**config.mk**
```make
export PLATFORM = sky130hd
export DESIGN_NAME = ctrl_top
export DESIGN_NICKNAME = d
export VERILOG_FILES = /design/src/common/ctrl_pkg.sv /design/src/common/dec_if.sv /design/src/decode/exec_decode.sv /design/src/decode/prefix_decode.sv /design/src/design/ctrl_top.sv /design/src/design/imm_assembler.sv /design/src/design/phase_seq.sv
export SDC_FILE = /design/constraint.sdc
export NUM_CORES = 1
export LEC_CHECK = 0
export ABC_AREA = 1
export ABC_CLOCK_PERIOD_IN_PS = 3430
export BUFFER_PORTS_ARGS = -buffer_cell sky130_fd_sc_hd__buf_2
export CAP_MARGIN = 25
export CORE_ASPECT_RATIO = 2
export CORE_MARGIN = 4
export CORE_UTILIZATION = 50
export DETAILED_ROUTE_END_ITERATION = 10
export PLACE_DENSITY = 0.78
export SYNTH_ARGS = -nofsm -noshare
export SYNTH_HDL_FRONTEND = slang
export SYNTH_SLANG_ARGS = --single-unit
```
**constraint.sdc**
```tcl
create_clock -name clk -period 3.43 [get_ports clk]
set_input_delay 0.686 -clock clk [delete_from_list [all_inputs] [get_ports clk]]
set_output_delay 0.686 -clock clk [all_outputs]
set_load 0.02 [all_outputs]
```
**src/common/ctrl_pkg.sv**
```systemverilog
// ======================================================================
// Control unit package
// Phase, ALU operation and opcode byte types, size codes, opcode
// constants and register code helpers
// ======================================================================
`default_nettype none

package ctrl_pkg;

    typedef enum logic [1:0] {
        FETCH    = 2'd0,
        EXEC     = 2'd1,
        FILL_IMM = 2'd2
    } phase_e;

    typedef enum logic [5:0] {
        ALU_NOP  = 6'd0,
        ALU_MOVE = 6'd1,
        ALU_ADD  = 6'd2,
        ALU_ADC  = 6'd3,
        ALU_SUB  = 6'd4,
        ALU_SBC  = 6'd5,
        ALU_AND  = 6'd6,
        ALU_OR   = 6'd7,
        ALU_XOR  = 6'd8,
        ALU_CP   = 6'd9,
        ALU_CPL  = 6'd10,
        ALU_CCF  = 6'd11
    } alu_op_e;

    typedef logic [1:0] size_t;     // zz field
    typedef logic [2:0] we_mask_t;  // one-hot byte/word/long

    // one opcode byte, seen as a register prefix or as a load-immediate
    typedef union packed {
        struct packed {
            logic [1:0] tag;
            size_t      zz;
            logic       flag;
            logic [2:0] rrr;
        } pre;
        struct packed {
            logic       zero_hi;
            logic [2:0] sz;
            logic       zero_lo;
            logic [2:0] rrr;
        } ldi;
    } op_byte_u;

    localparam size_t SZ_BYTE = 2'd0;
    localparam size_t SZ_WORD = 2'd1;
    localparam size_t SZ_LONG = 2'd2;
    localparam size_t SZ_JUMP = 2'd3;   // 24-bit address for JP

    localparam logic [3:0] REG_BANK_LO = 4'he;
    localparam logic [3:0] REG_BANK_HI = 4'hf;

    localparam logic [7:0] OP_NOP  = 8'h00;
    localparam logic [7:0] OP_CCF  = 8'h12;
    localparam logic [7:0] OP_LDF  = 8'h17;
    localparam logic [7:0] OP_INCF = 8'h0c;
    localparam logic [7:0] OP_DECF = 8'h0d;
    localparam logic [7:0] OP_JP16 = 8'h1a;
    localparam logic [7:0] OP_JP24 = 8'h1b;
    localparam logic [7:0] OP_LDRI = 8'h03;  // LD r,# after a prefix
    localparam logic [7:0] OP_CPL  = 8'h06;
    localparam logic [3:0] GRP_RI  = 4'hc;   // r,# arithmetic group

    function automatic we_mask_t size_mask(input size_t sz);
        case (sz)
            SZ_BYTE: return 3'b001;
            SZ_WORD: return 3'b010;
            default: return 3'b100;
        endcase
    endfunction

    function automatic logic [7:0] reg_code(input logic [2:0] r, input size_t sz);
        if (sz == SZ_BYTE)
            return {REG_BANK_LO, r[2:1], 1'b0, ~r[0]};  // byte halves swap order
        else if (r[2])
            return {REG_BANK_HI, r[1:0], 2'b00};
        else
            return {REG_BANK_LO, r[1:0], 2'b00};
    endfunction

endpackage

`default_nettype wire

```
**src/common/dec_if.sv**
```systemverilog
// ======================================================================
// Decoder proposal bundle
// One decoder's next control step, as read by the phase sequencer
// ======================================================================
`default_nettype none

interface dec_if;
    import ctrl_pkg::*;

    phase_e     next_phase;
    logic [1:0] fetched;
    logic [7:0] dst;
    logic [7:0] src;
    alu_op_e    alu_op;
    logic [7:0] imm_lo;
    logic       smux;
    we_mask_t   regs_we;
    we_mask_t   keep_we;    // write held back until the fill step
    logic       flag_we;
    logic       rfp_we;
    logic       inc_rfp;
    logic       dec_rfp;
    logic       jump;
    size_t      size;

    modport dec (output next_phase, fetched, dst, src, alu_op, imm_lo, smux, regs_we,
                 keep_we, flag_we, rfp_we, inc_rfp, dec_rfp, jump, size);
    modport seq (input  next_phase, fetched, dst, src, alu_op, imm_lo, smux, regs_we,
                 keep_we, flag_we, rfp_we, inc_rfp, dec_rfp, jump, size);
endinterface

`default_nettype wire

```
**src/decode/exec_decode.sv**
```systemverilog
// ======================================================================
// Second opcode byte decoder
// Decodes the byte after a register prefix as an operation group
// and a register: ALU R,r, ALU r,#, LD r,# and CPL
// ======================================================================
`default_nettype none

module exec_decode (
    input  wire [31:0]          op,
    input  wire ctrl_pkg::size_t size,
    input  wire [7:0]           prev_dst,
    dec_if.dec                  exe
);
    import ctrl_pkg::*;

    op_byte_u   b;
    logic [3:0] grp;
    alu_op_e    rr_op;
    alu_op_e    ri_op;
    logic       is_ri;
    logic       is_cp;

    assign b     = op[7:0];
    assign grp   = {b.pre.tag, b.pre.zz};
    assign is_ri = (grp == GRP_RI && b.pre.flag) || op[7:0] == OP_LDRI;
    assign is_cp = (grp == GRP_RI && b.pre.flag && b.pre.rrr == 3'd7);

    always_comb begin
        case (grp)  // R,r groups, 1ggg_0rrr
            4'h8:    rr_op = ALU_ADD;
            4'h9:    rr_op = ALU_ADC;
            4'ha:    rr_op = ALU_SUB;
            4'hc:    rr_op = ALU_AND;
            4'hd:    rr_op = ALU_XOR;
            4'he:    rr_op = ALU_OR;
            4'hf:    rr_op = ALU_CP;
            default: rr_op = ALU_NOP;
        endcase
        case (b.pre.rrr)  // 1100_1ooo
            3'd0:    ri_op = ALU_ADD;
            3'd1:    ri_op = ALU_ADC;
            3'd2:    ri_op = ALU_SUB;
            3'd3:    ri_op = ALU_SBC;
            3'd4:    ri_op = ALU_AND;
            3'd5:    ri_op = ALU_XOR;
            3'd6:    ri_op = ALU_OR;
            default: ri_op = ALU_CP;
        endcase
    end

    always_comb begin
        exe.next_phase = FETCH;
        exe.fetched    = 2'd1;
        exe.dst        = prev_dst;
        exe.src        = prev_dst;
        exe.alu_op     = ALU_NOP;
        exe.imm_lo     = 8'h00;
        exe.smux       = 1'b0;
        exe.regs_we    = '0;
        exe.keep_we    = '0;
        exe.flag_we    = 1'b0;
        exe.rfp_we     = 1'b0;
        exe.inc_rfp    = 1'b0;
        exe.dec_rfp    = 1'b0;
        exe.jump       = 1'b0;
        exe.size       = size;
        if (!b.pre.flag && rr_op != ALU_NOP) begin
            exe.dst    = reg_code(b.pre.rrr, size);  // R,r: prefix reg is the source
            exe.alu_op = rr_op;
            if (rr_op == ALU_CP)
                exe.flag_we = 1'b1;
            else
                exe.regs_we = size_mask(size);
        end else if (is_ri) begin
            exe.alu_op  = op[7:0] == OP_LDRI ? ALU_MOVE : ri_op;
            exe.smux    = 1'b1;
            exe.imm_lo  = op[15:8];
            exe.fetched = 2'd2;
            exe.flag_we = is_cp;
            if (size == SZ_BYTE) begin
                exe.regs_we = is_cp ? '0 : size_mask(size);
            end else begin
                exe.next_phase = FILL_IMM;   // rest of the immediate follows
                exe.keep_we    = is_cp ? '0 : size_mask(size);
            end
        end else if (op[7:0] == OP_CPL) begin
            exe.alu_op  = ALU_CPL;
            exe.regs_we = size_mask(size);
        end
    end

endmodule

`default_nettype wire

```
**src/decode/prefix_decode.sv**
```systemverilog
// ======================================================================
// First opcode byte decoder
// Proposes the step taken in the fetch phase: register prefix,
// load immediate, JP and the single-byte instructions
// ======================================================================
`default_nettype none

module prefix_decode (
    input  wire [31:0] op,
    dec_if.dec         pre
);
    import ctrl_pkg::*;

    op_byte_u b;
    size_t    ld_sz;

    assign b     = op[7:0];
    assign ld_sz = size_t'(b.ldi.sz - 3'd2);  // 2,3,4 -> byte,word,long

    always_comb begin
        pre.next_phase = FETCH;
        pre.fetched    = 2'd1;    // unknown bytes go as NOP
        pre.dst        = 8'h00;
        pre.src        = 8'h00;
        pre.alu_op     = ALU_NOP;
        pre.imm_lo     = 8'h00;
        pre.smux       = 1'b0;
        pre.regs_we    = '0;
        pre.keep_we    = '0;
        pre.flag_we    = 1'b0;
        pre.rfp_we     = 1'b0;
        pre.inc_rfp    = 1'b0;
        pre.dec_rfp    = 1'b0;
        pre.jump       = 1'b0;
        pre.size       = SZ_BYTE;
        if (b.pre.tag == 2'b11 && b.pre.flag && b.pre.zz != SZ_JUMP) begin
            pre.next_phase = EXEC;    // 11zz_1rrr
            pre.size       = b.pre.zz;
            pre.dst        = reg_code(b.pre.rrr, b.pre.zz);
            pre.src        = reg_code(b.pre.rrr, b.pre.zz);
        end else if (!b.ldi.zero_hi && !b.ldi.zero_lo && b.ldi.sz inside {3'd2, 3'd3, 3'd4})
        begin
            pre.fetched = 2'd2;       // LD R,#
            pre.size    = ld_sz;
            pre.dst     = reg_code(b.ldi.rrr, ld_sz);
            pre.src     = reg_code(b.ldi.rrr, ld_sz);
            pre.alu_op  = ALU_MOVE;
            pre.smux    = 1'b1;
            pre.imm_lo  = op[15:8];
            if (ld_sz == SZ_BYTE) begin
                pre.regs_we = size_mask(ld_sz);
            end else begin
                pre.next_phase = FILL_IMM;
                pre.keep_we    = size_mask(ld_sz);
            end
        end else begin
            case (op[7:0])
                OP_CCF: begin
                    pre.flag_we = 1'b1;
                    pre.alu_op  = ALU_CCF;
                end
                OP_LDF: begin
                    pre.rfp_we  = 1'b1;
                    pre.imm_lo  = op[15:8];
                    pre.fetched = 2'd2;
                end
                OP_INCF: pre.inc_rfp = 1'b1;
                OP_DECF: pre.dec_rfp = 1'b1;
                OP_JP16, OP_JP24: begin
                    pre.fetched    = 2'd2;
                    pre.imm_lo     = op[15:8];
                    pre.jump       = 1'b1;
                    pre.next_phase = FILL_IMM;
                    pre.size       = op[0] ? SZ_JUMP : SZ_WORD;
                end
                default: ;
            endcase
        end
    end

endmodule

`default_nettype wire

```
**src/design/ctrl_top.sv**
```systemverilog
// ======================================================================
// Instruction sequencing control unit
// Decodes the opcode window from the instruction queue and issues
// register file, ALU, RFP and PC control words
// ======================================================================
`default_nettype none

module ctrl_top (
    input  wire                     clk,
    input  wire                     rst,
    input  wire                     cen,
    input  wire [31:0]              op,       // byte 0 in op[7:0]
    input  wire                     op_ok,
    output logic [1:0]              fetched,
    output ctrl_pkg::we_mask_t      regs_we,
    output logic [7:0]              regs_dst,
    output logic [7:0]              regs_src,
    output ctrl_pkg::alu_op_e       alu_op,
    output logic [31:0]             alu_imm,
    output logic                    alu_smux,
    output logic                    alu_wait,
    output logic                    flag_we,
    output logic                    pc_we,
    output logic                    rfp_we,
    output logic                    inc_rfp,
    output logic                    dec_rfp
);
    import ctrl_pkg::*;

    size_t      size;
    logic [7:0] prev_dst;
    logic [7:0] imm_lo;
    logic       load_lo;
    logic       fill;

    dec_if i_pre_if ();
    dec_if i_exe_if ();

    prefix_decode i_prefix_decode (
        .op  (op),
        .pre (i_pre_if)
    );

    exec_decode i_exec_decode (
        .op       (op),
        .size     (size),
        .prev_dst (prev_dst),
        .exe      (i_exe_if)
    );

    phase_seq i_phase_seq (
        .clk      (clk),
        .rst      (rst),
        .cen      (cen),
        .op_ok    (op_ok),
        .pre      (i_pre_if),
        .exe      (i_exe_if),
        .fetched  (fetched),
        .load_lo  (load_lo),
        .fill     (fill),
        .imm_lo   (imm_lo),
        .size     (size),
        .prev_dst (prev_dst),
        .regs_we  (regs_we),
        .regs_dst (regs_dst),
        .regs_src (regs_src),
        .alu_op   (alu_op),
        .alu_smux (alu_smux),
        .alu_wait (alu_wait),
        .flag_we  (flag_we),
        .pc_we    (pc_we),
        .rfp_we   (rfp_we),
        .inc_rfp  (inc_rfp),
        .dec_rfp  (dec_rfp)
    );

    imm_assembler i_imm_assembler (
        .clk     (clk),
        .rst     (rst),
        .cen     (cen),
        .load_lo (load_lo),
        .fill    (fill),
        .imm_lo  (imm_lo),
        .size    (size),
        .op      (op),
        .imm     (alu_imm)
    );

endmodule

`default_nettype wire

```
**src/design/imm_assembler.sv**
```systemverilog
// ======================================================================
// Immediate assembler
// Takes the low byte from a decoder, then extends it with the
// following opcode bytes according to the operand size
// ======================================================================
`default_nettype none

module imm_assembler (
    input  wire                  clk,
    input  wire                  rst,
    input  wire                  cen,
    input  wire                  load_lo,
    input  wire                  fill,
    input  wire [7:0]            imm_lo,
    input  wire ctrl_pkg::size_t size,
    input  wire [31:0]           op,
    output logic [31:0]          imm
);
    import ctrl_pkg::*;

    always_ff @(posedge clk or posedge rst) begin
        if (rst) begin
            imm <= '0;
        end else if (cen) begin
            if (load_lo) begin
                imm <= {24'd0, imm_lo};
            end else if (fill) begin
                case (size)
                    SZ_WORD: imm[15:8] <= op[7:0];
                    SZ_LONG: imm[31:8] <= op[23:0];
                    SZ_JUMP: imm[23:8] <= op[15:0];   // top byte stays clear
                    default: ;
                endcase
            end
        end
    end

    // both strobes come from the sequencer's accept logic
    a_load_fill_excl: assert property (@(posedge clk) disable iff (rst)
        !(load_lo && fill));

endmodule

`default_nettype wire

```
**src/design/phase_seq.sv**
```systemverilog
// ======================================================================
// Phase sequencer
// Picks the decoder proposal for the current phase, runs the queue
// handshake and wait cycle, and registers the control outputs
// ======================================================================
`default_nettype none

module phase_seq (
    input  wire                     clk,
    input  wire                     rst,
    input  wire                     cen,
    input  wire                     op_ok,
    dec_if.seq                      pre,
    dec_if.seq                      exe,
    output logic [1:0]              fetched,
    output logic                    load_lo,
    output logic                    fill,
    output logic [7:0]              imm_lo,
    output ctrl_pkg::size_t         size,
    output logic [7:0]              prev_dst,
    output ctrl_pkg::we_mask_t      regs_we,
    output logic [7:0]              regs_dst,
    output logic [7:0]              regs_src,
    output ctrl_pkg::alu_op_e       alu_op,
    output logic                    alu_smux,
    output logic                    alu_wait,
    output logic                    flag_we,
    output logic                    pc_we,
    output logic                    rfp_we,
    output logic                    inc_rfp,
    output logic                    dec_rfp
);
    import ctrl_pkg::*;

    phase_e   phase;
    size_t    size_q;
    we_mask_t keep_we;
    logic     keep_flag;
    logic     jump_q;
    logic     wait_q;       // queue shifts during this cycle
    logic     accept;
    logic     in_fill;
    logic     use_exe;
    logic     defer;
    logic [1:0] fill_cnt;

    assign use_exe = phase == EXEC;
    assign in_fill = phase == FILL_IMM;
    assign accept  = cen && op_ok && !wait_q;
    assign load_lo = accept && !in_fill;
    assign fill    = accept && in_fill;
    assign defer   = (use_exe ? exe.next_phase : pre.next_phase) == FILL_IMM;
    assign imm_lo  = use_exe ? exe.imm_lo : pre.imm_lo;
    assign size    = size_q;
    assign prev_dst = regs_dst;

    always_comb begin
        case (size_q)
            SZ_LONG: fill_cnt = 2'd3;
            SZ_JUMP: fill_cnt = 2'd2;
            default: fill_cnt = 2'd1;
        endcase
        if (!accept)
            fetched = 2'd0;
        else if (in_fill)
            fetched = fill_cnt;
        else
            fetched = use_exe ? exe.fetched : pre.fetched;
    end

    always_ff @(posedge clk or posedge rst) begin
        if (rst) begin
            phase     <= FETCH;
            size_q    <= SZ_BYTE;
            keep_we   <= '0;
            keep_flag <= 1'b0;
            jump_q    <= 1'b0;
            wait_q    <= 1'b0;
            alu_op    <= ALU_NOP;
            alu_smux  <= 1'b0;
            alu_wait  <= 1'b0;
        end else if (cen) begin
            wait_q <= accept;
            if (fill) begin
                phase    <= FETCH;
                alu_wait <= 1'b0;
            end else if (load_lo) begin
                phase     <= use_exe ? exe.next_phase : pre.next_phase;
                size_q    <= use_exe ? exe.size : pre.size;
                keep_we   <= use_exe ? exe.keep_we : pre.keep_we;
                jump_q    <= use_exe ? exe.jump : pre.jump;
                keep_flag <= defer && (use_exe ? exe.flag_we : pre.flag_we);
                alu_op    <= use_exe ? exe.alu_op : pre.alu_op;
                alu_smux  <= use_exe ? exe.smux : pre.smux;
                alu_wait  <= defer;
            end
        end
    end

    // pulses last exactly one clock, even when cen drops
    always_ff @(posedge clk or posedge rst) begin
        if (rst) begin
            regs_we <= '0;
            flag_we <= 1'b0;
            pc_we   <= 1'b0;
            rfp_we  <= 1'b0;
            inc_rfp <= 1'b0;
            dec_rfp <= 1'b0;
        end else begin
            regs_we <= fill ? keep_we : load_lo ? (use_exe ? exe.regs_we : pre.regs_we) : '0;
            flag_we <= fill ? keep_flag :
                       load_lo && !defer && (use_exe ? exe.flag_we : pre.flag_we);
            pc_we   <= fill && jump_q;
            rfp_we  <= load_lo && (use_exe ? exe.rfp_we : pre.rfp_we);
            inc_rfp <= load_lo && (use_exe ? exe.inc_rfp : pre.inc_rfp);
            dec_rfp <= load_lo && (use_exe ? exe.dec_rfp : pre.dec_rfp);
        end
    end

    always_ff @(posedge clk) begin
        if (load_lo) begin
            regs_dst <= use_exe ? exe.dst : pre.dst;
            regs_src <= use_exe ? exe.src : pre.src;
        end
    end

    a_fetch_gap: assert property (@(posedge clk) disable iff (rst)
        accept |-> fetched != 2'd0 ##1 fetched == 2'd0);

    a_one_write: assert property (@(posedge clk) disable iff (rst)
        $onehot0({|regs_we, pc_we, rfp_we}));

    a_phase_legal: assert property (@(posedge clk) disable iff (rst)
        phase inside {FETCH, EXEC, FILL_IMM});

endmodule

`default_nettype wire

```
=== Word level (Yosys, flattened, before mapping) ===
Cells that the tools add are included.

* Flip-flop bits (word level): 74
* Bits of input ports: 36
* Output and inout port bits: 66
* Logic and storage cells: 214

* $add $sub $neg: 1
* Eq/ne operators: 36
* Mux-type cells: 107
* Bitwise gates (word level): 3
* Reduce and logical (&&, ||, !) cells: 46

{| class="wikitable"
|+ Operators by type and width
! operator !! count
|-
| 2-to-1 mux 8 bit || 17
|-
| 2-to-1 mux 3 bit || 20
|-
| one-hot mux 4 bit (7 select lines) || 2
|-
| 2-to-1 mux 24 bit || 2
|-
| 2-to-1 mux 2 bit || 22
|-
| 2-to-1 mux 1 bit || 33
|-
| == test 4 bit, second input constant || 8
|-
| == test 8 x 5 -> 1 bit, second input constant || 4
|-
| 2-to-1 mux 6 bit || 5
|-
| logical AND 1 bit || 18
|-
| == test 8 x 4 -> 1 bit, second input constant || 2
|-
| == test 3 bit, second input constant || 5
|-
| == test 3 x 2 -> 1 bit, second input constant || 4
|-
| 2-to-1 mux 4 bit || 3
|-
| AND reduction 3 bit || 4
|-
| == test 2 bit, second input constant || 5
|-
| == test 8 x 2 -> 1 bit, second input constant || 1
|-
| == test 8 x 3 -> 1 bit, second input constant || 1
|-
| nonzero test 2 bit || 4
|-
| == test 2 x 1 -> 1 bit, second input constant || 3
|-
| zero test 2 bit || 3
|-
| one-hot mux 3 bit (2 select lines) || 1
|-
| AND reduction 2 bit || 3
|-
| nonzero test 6 bit || 1
|-
| other kinds (13) || 22
|}

=== Logic depth before layout (Yosys ltp) ===
Gate-level depths: netlist of run 1.

* Depth in word-level cells: 11
* Mapped depth: 11
* Depth with buffers taken out: 10

=== Hierarchy ===
Synthesis of run 1 repeated with hierarchy kept, for this count alone.

* Cell total of the unflattened synthesis: 664
* Area, all modules: 5,121.2 um2

{| class="wikitable"
|+ By module, submodules not included
! module !! times used !! cells an instance !! area an instance (um2) !! sequential area each (um2)
|-
| phase_seq || 1 || 247 || 2,301.0 || 1,131.1
|-
| imm_assembler || 1 || 180 || 1,516.5 || 800.8
|-
| exec_decode || 1 || 125 || 718.2 || 0.0
|-
| prefix_decode || 1 || 112 || 585.6 || 0.0
|}

=== Worst setup path before layout of run 1 ===
No wires, ideal clock.

* Kind: input-to-output
* Start: input op[5]
* End: output fetched[1]
* Data arrival time: 1,729 ps
* Data required time: 2,744 ps
* Setup slack: 1,015 ps
* Stages on the path: 8
* Buffers on the path: 1
* Cell sequence: buf_6 > clkinv_8 > nand2_1 > nor2_4 > nand2_1 > nand3_1 > nand2_2 > a21oi_1

* Word-level cells in the longest chain between the ends: 8
* Elaborated cells between the ends (all ways): 32
* Those cells by class: 15 x eq/ne; 9 x mux; 8 x reduce/logical

{| class="wikitable"
|+ Ends and longest elaborated chain
! item !! line !! source
|-
| start, declared || ctrl_top.sv:12 || <nowiki>input wire [31:0] op,</nowiki>
|-
| == test 4 bit, or another cell as far along || exec_decode.sv:29 || <nowiki>case (grp)</nowiki>
|-
| one-hot mux 4 bit (7 select lines), or another cell as far along || exec_decode.sv:29 ||
|-
| nonzero test 6 bit, or another cell as far along || exec_decode.sv:67 || <nowiki>if (!b.pre.flag && rr_op != ALU_NOP) begin</nowiki>
|-
| logical AND 1 bit, or another cell as far along || exec_decode.sv:67 ||
|-
| 2-to-1 mux 2 bit (on tied branches) || exec_decode.sv:67, prefix_decode.sv:36 ||
|-
| 2-to-1 mux 2 bit * || phase_seq.sv:68 || <nowiki>fetched = use_exe ? exe.fetched : pre.fetched;</nowiki>
|-
| 2-to-1 mux 2 bit * || phase_seq.sv:65 || <nowiki>else if (in_fill)</nowiki>
|-
| 2-to-1 mux 2 bit * || phase_seq.sv:63 || <nowiki>if (!accept)</nowiki>
|-
| end, declared || ctrl_top.sv:14 || <nowiki>output logic [1:0] fetched,</nowiki>
|}

Mark *: on every way between the ends. The rest lies on a longest branch, timed or not.

=== Worst setup path after layout of run 1 ===
* Start: input op[5]
* End: output fetched[0]

The elaborated chain is that of the path after synthesis.

==> results.md, run 1 <==
- Worst Tran Pin Value: 0.7447 ns
- Placed cell area: 0.003870 sq mm
- Slew Viols, Final: 0
- Mapped cell area: 0.003398 sq mm
- Kind of critical path: in2out
- N_diodes: 0
- Die height: 124.6 um
- First-pass GRT wire length: 15.44 mm
- Layout cells sized above 1: 26.05%
- Row count: 42
- Max Cap Viol: 0
- Fill count: 629
- Unrepaired setup endpoints after global routing: false
- Via-per-instance ratio: 5.225
- Clk buf depth: 2
- Setup violators final: 0
- Tot GR Track Use: 25.57%
- Final wirelength: 9.800 mm
- Worst-skew pair later-pin latency: 0.34 ns
- Crit path max fanout: 9
- Synth-to-Final Area Change: 22.35%
- Logic pwr share: 18.7%
- Top_reg_cell synth: dfrtp_1
- Die Width: 66.30 um
- Internal Power: 0.001530 W
- Post-route ant nets: 0
- Yosys warnings: 0
- Max VDD drop: 0.0004167 V
- Final worst slack: 0.7436 ns
- Final core occ: 62.79%
- Worst Path Buf+Inv: 3
- Area contributors post-synth: dfrtp_1, nand2_1, edfxtp_1
- Worst min path class: in2async
- Psw: 0.0006547 W
- Avg WL per Cell: 16.07 um
- Post-synth top area share: 40.50%
- Clk_skew: 0.006027 ns
- Ports: 102
- Worst Setup SP: op[5]
- GPL Wtd Cong: 0.9200
- Cts hold-fix bufs: 0
- Mean post-synth cell area: 7.921 sq um
- Sw Ratio: 29.96%
- Max incr delay on CP: 0.22 ns
- Crit-path cells: buf_2, clkinv_8, nand2_8, nand2_1, nand2_2, nand3_1, nand2_2, nand3_1, nand2_1, buf_2
- F_max: 0.3722 GHz
- Slew headroom: 50.35%
- Clock Power Share: 40.5%
- CTS tree: done
- Post_cts resized: 0
- CTS H-tree depth: 3
- Sequential area share after synthesis: 49.34%
- Worst flop-to-flop path startpoint: i_phase_seq.wait_q$_DFFE_PP0P_
- Clk sink count: 65
- Top post-synthesis cells by count: nand2_1, dfrtp_1, inv_1, nor2_1, nand3_1
- Clock Pin Slew Worst Setup and Hold Paths: 0.05 ns
- Most common cell in the netlist: nand2_1
- Power per Cell Area: 525.5 mW/mm^2
- Initial core utilization: 51.32%
- Antenna violations before repair: 0
- Pre-Repair DR Iteration Count: 5
- Post-synthesis register bit count: 65
- Final Cycle Share: 78.32%
- Leak: 2.316 nW
- Status: completed
- Finished Cell Area: 0.004158 sq mm
- Nets@finish: 553
- Core Area: 0.006621 sq mm
- Fraction of registers with async set/reset: 84.62%
- CTS root buf: clkbuf_16
- Gr ovfl total: 0
- Via count: 3187
- CP Data Arrival Time: 2.00 ns
- Cell family with most CP delay: simple AND/OR/NAND/NOR gates
- Cts bufs inserted: 9
- # Post-CTS Setup Buffers: 0
- Post-synth cell types: 31
- CP Data Required Time: 2.74 ns
- EDFF count, synth: 10
- Endpoint type of the worst setup path: primary output
- Startpoint Class: primary input
- IO Port Bufs: 89
- Final hold vios: 0
- Sequential Power Share: 40.8%
- Cells after Synth: 429
- Die Area: 0.008260 sq mm
- Minimum clock period: 2.686 ns
- DP HPWL: 7.475 mm
- Vias in the first global route: 3144
- Yosys top cell by area: dfrtp_1
- Pre-CTS setup slack: 0.7695 ns
- TNS Setup: 0 ns
- Drt drc: 0
- Iter 0 DRT Violations: 189
- Slowest-stage cell, CP: buf_2
- Pin count of the biggest net entering global routing: 38
- Power Total: 0.002185 W
-- logic make-up after synthesis --
family          share of synthesized area [%]
flops                                   49.34
simple gates                            29.60
compound gates                          9.610
other cells                            0.1104
buf+inv                                 11.34
-- stage by stage --
step,std cells,hold slack (ns)
6_report,610,0.3481
3_3_place_gp,593,0.4578
3_5_place_dp,594,0.4600
2_1_floorplan,432,0.4490
5_1_grt,610,0.3730
4_1_cts,610,0.3452
-- power groups by stage --
stage / Clock (W) / Combinational [W] / Sequential [W]
2_1_floorplan: 0 / 0.000206 / 0.000971
3_3_place_gp: 0 / 0.000400 / 0.000900
3_5_place_dp: 0 / 0.000409 / 0.000905
4_1_cts: 0.000901 / 0.000412 / 0.000892
5_1_grt: 0.000931 / 0.000447 / 0.000899
6_report: 0.000884 / 0.000409 / 0.000892
-- worst paths after layout --
check / endpoint / depth (start not counted) / slack, ns
setup / recovery: fetched[0] / 10 / 0.74
hold / removal: i_phase_seq.alu_op[3]$_DFFE_PP0P_ / 2 / 0.35
setup reg to reg: i_phase_seq.prev_dst[4]$_DFFE_PP_ / 5 / 1.52
hold reg to reg: i_imm_assembler.imm[2]$_DFFE_PP0P_ / 2 / 0.47
max in group asynchronous: i_imm_assembler.imm[9]$_DFFE_PP0P_ / 3 / 2.53
min in group clk: i_imm_assembler.imm[2]$_DFFE_PP0P_ / 2 / 0.47
-- worst register-to-register path: stages, from the launching register on --
cell and delay [ns]:
dfrtp_1 0.36, inv_1 0.08, nand3_2 0.24, nor2_4 0.32, inv_2 0.12, nor2_1 0.43
-- state kept, by name, summed over array words and instances (netlist names), 2 cells and up --
name and count:
i_imm_assembler.imm 32, i_phase_seq.prev_dst 5, i_phase_seq.regs_src 5, i_phase_seq.alu_op 4, i_phase_seq.regs_we 3, i_phase_seq.keep_we 2
i_phase_seq.phase 2, i_phase_seq.size 2
-- per-layer routing --
| layer | GRT usage, % | wire length, um | share of wire (%) | vias up |
|---|---|---|---|---|
| li1 | - | - | - | 1532 |
| met2 | 47.28 | 5504 | 56 | 144 |
| met1 | 23.24 | 3207 | 33 | 1477 |
| met4 | 18.08 | 529 | 5.4 | 0 |
| met5 | 0 | 0 | 0 | - |
| met3 | 4.603 | 558 | 5.7 | 34 |
-- final cells by class --
| cell class | instances | area [sq um] | share of cell area, % |
|---|---|---|---|
| Clock buffer | 10 | 229.0 | 5.507 |
| Clock inverter | 6 | 58.81 | 1.414 |
| Inverter | 58 | 232.7 | 5.597 |
| Multi-Input combinational cell | 288 | 1348 | 32.41 |
| Sequential cell | 65 | 1677 | 40.33 |
| Tap cell | 88 | 110.1 | 2.648 |
| Timing Repair Buffer | 95 | 503.0 | 12.10 |
-- layout by cell type (no fill, tap or decap) --
master     count
nand2_1      124
buf_2         89
dfrtp_1       55
inv_1         50
nor2_1        43
nand3_1       35
o21ai_0       29
a21oi_1       12
o22ai_1       11
edfxtp_1      10
clkbuf_16      9
inv_2          6
buf_4          5
nor2_4         4
nor3_1         4
conb_1         4
clkinv_2       4
nor2_2         3
nand2_4        3
o31ai_1        3
nand2_2        2
nand4_1        2
nor4_2         2
clkinv_8       1
nand3_2        1
nand2_8        1
inv_4          1
or2_2          1
a22oi_1        1
a21oi_2        1
o2111ai_1      1
o21ai_1        1
bufinv_16      1
clkinv_4       1
clkbuf_1       1
buf_12         1
(Power assumes the default switching activity.)
==> run 2: changes to the inputs <==
--- a/config.mk
+++ b/config.mk
@@ -6,14 +6,14 @@
 export NUM_CORES = 1
 export LEC_CHECK = 0
 export ABC_AREA = 1
-export ABC_CLOCK_PERIOD_IN_PS = 3430
+export ABC_CLOCK_PERIOD_IN_PS = 2200
 export BUFFER_PORTS_ARGS = -buffer_cell sky130_fd_sc_hd__buf_2
 export CAP_MARGIN = 25
 export CORE_ASPECT_RATIO = 2
 export CORE_MARGIN = 4
-export CORE_UTILIZATION = 50
+export CORE_UTILIZATION = 47
 export DETAILED_ROUTE_END_ITERATION = 10
-export PLACE_DENSITY = 0.78
+export PLACE_DENSITY = 0.77
 export SYNTH_ARGS = -nofsm -noshare
 export SYNTH_HDL_FRONTEND = slang
 export SYNTH_SLANG_ARGS = --single-unit
==> constraint.sdc (replaced) <==
create_clock -name clk -period 2.2 [get_ports clk]
set_input_delay 0.44 -clock clk [delete_from_list [all_inputs] [get_ports clk]]
set_output_delay 0.44 -clock clk [all_outputs]
set_load 0.02 [all_outputs]
==> results.md, run 2 (synthesis gave the netlist of run 1 again) <==
- Status: completed
- Slew Viols, Final: 0 (unchanged)
- Max VDD drop: 0.0006212 V (+49%)
- Post-route ant nets: 0 (unchanged)
- Gr ovfl total: 0 (unchanged)
- Clk buf depth: 2 (unchanged)
- CP Data Arrival Time: 1.67 ns (-0.33 ns)
- Final hold vios: 0 (unchanged)
- Pin count of the biggest net entering global routing: 56 (+47%)
- Avg WL per Cell: 15.59 um (-3.0%)
- Row count: 43 (+2.4%)
- Power Total: 0.003461 W (+58%)
- Max Cap Viol: 0 (unchanged)
- Slew headroom: 62.87% (+13 points)
- Die Width: 68.13 um (+2.8%)
- Worst-skew pair later-pin latency: 0.33 ns (about the same)
- Drt drc: 0 (unchanged)
- Tot GR Track Use: 24.19% (-1.4 points)
- WHS: 0.1475 ns (-0.2007 ns)
- Unrepaired setup endpoints after global routing: false
- Antenna violations before repair: 0 (unchanged)
- Post_cts resized: 0 (unchanged)
- Largest Register: i_imm_assembler.imm
- Placed insts: 606 (+2.0%)
- Commonest non-fill, non-tap cell in the layout: nand2_1
- Clock Pin Slew Worst Setup and Hold Paths: 0.05 ns (about the same)
- # Post-CTS Setup Buffers: 0 (unchanged)
- Via-per-instance ratio: 5.084 (-2.7%)
- FF+latch area: 0.001677 sq mm (unchanged)
- CP Data Required Time: 1.76 ns (-0.98 ns)
- Nets@finish: 563 (+1.8%)
- Ports: 102 (unchanged)
- CTS root buf: clkbuf_16
- F_max: 0.4749 GHz
- Core Area: 0.006994 sq mm (+5.6%)
- Multi-input gate area: 0.001348 sq mm (unchanged)
- Vias in the first global route: 3186 (+1.3%)
- First-pass GRT wire length: 15.33 mm (-0.72%)
- TNS Setup: 0 ns (unchanged)
- Crit path max fanout: 8 (-1)
- Final Cycle Share: 95.72%
- CTS tree: done
- Leak: 2.370 nW (+2.3%)
- Fill count: 658 (+4.6%)
- Endpoint type of the worst setup path: primary output
- DP HPWL: 7.636 mm (+2.2%)
- GPL Wtd Cong: 1.008 (+9.6%)
- Die Area: 0.008737 sq mm (+5.8%)
- CTS H-tree depth: 3 (unchanged)
- Iter 0 DRT Violations: 254 (+34%)
- Layout cells sized above 1: 27.26% (+1.2 points)
- N_diodes: 0 (unchanged)
- Die height: 128.3 um (+2.9%)
- Synth-to-Final Area Change: 25.11%
- Kind of critical path: in2out
- Max reg flops: 32 (unchanged)
- Worst Tran Pin Value: 0.5570 ns (-0.1877 ns)
- Final wirelength: 9.697 mm (-1.1%)
- Minimum clock period: 2.106 ns
- Startpoint Class: primary input
- Setup violators final: 0 (unchanged)
- IO Port Bufs: 89 (unchanged)
- Cts bufs inserted: 9 (unchanged)
- Worst min path class: in2async
- Final Instance Count excl. Fillers: 622 (+2.0%)
- Clk sink count: 65 (unchanged)
- Power per Cell Area: 814.1 mW/mm^2 (+55%)
- Initial core utilization: 48.59% (-2.7 points)
- Pre-Repair DR Iteration Count: 4 (-1)
- Via count: 3162 (-0.78%)
- Cts hold-fix bufs: 0 (unchanged)
- Most frequent cells in the layout: nand2_1, buf_2, dfrtp_1
- Clk_skew: 0.006388 ns (+0.0003605 ns)
run 2: path summary, 6_finish.rpt:
path,start,endpoint,slack (ns),cells after the start
max in group asynchronous,rst,i_imm_assembler.imm[9]$_DFFE_PP0P_,1.80,3
hold reg to reg,i_imm_assembler.imm[2]$_DFFE_PP0P_,i_imm_assembler.imm[2]$_DFFE_PP0P_,0.48,2
setup reg to reg,i_phase_seq.phase[1]$_DFFE_PP0P_,i_phase_seq.prev_dst[2]$_DFFE_PP_,0.48,8
hold / removal,rst,i_imm_assembler.imm[24]$_DFFE_PP0P_,0.15,3
min in group clk,cen,i_phase_seq.wait_q$_DFFE_PP0P_,0.32,2
setup / recovery,op[5],fetched[1],0.09,8
run 2: final cells by class:
cell class / instances / area share [%]
Multi-Input combinational cell: 288 / 31.70
Sequential cell: 65 / 39.43
Tap cell: 90 / 2.649
Clock inverter: 1 / 0.1177
Inverter: 58 / 5.474
Clock buffer: 15 / 7.034
Timing Repair Buffer: 105 / 13.60
run 2: critical path, cell delays in order:
cell and delay (ns):
buf_2 0.22, nor2_1 0.12, nor2_1 0.20, nand2_2 0.09, nand3_1 0.12, nand2_2 0.10
a21oi_1 0.18, buf_2 0.19
run 2: metal layers:
metal  share of wire [%]  global-route usage (%)
met3                 4.7                   5.351
met4                 7.1                   19.23
met5                   0                       0
met1                  33                   22.37
met2                  55                   42.72
run 2: power by group:
group          internal [W]  total (W)  leakage (nW)  switching [W]
sequential          0.00133    0.00139         0.835      0.0000581
clock              0.000922    0.00141         0.151       0.000493
combinational      0.000201   0.000656          1.38       0.000455
total               0.00246    0.00346          2.37        0.00101
run 2: per-stage QoR:
step                      setup WS [ns]  util (%)  cell area, sq um
after floorplan                  0.2768         -              3410
after global placement           0.1702     56.44              3948
after detailed placement         0.1144     56.44              3948
after CTS                       0.08731     60.79              4252
after global routing           0.003821     60.79              4252
final                           0.09421     60.79              4252
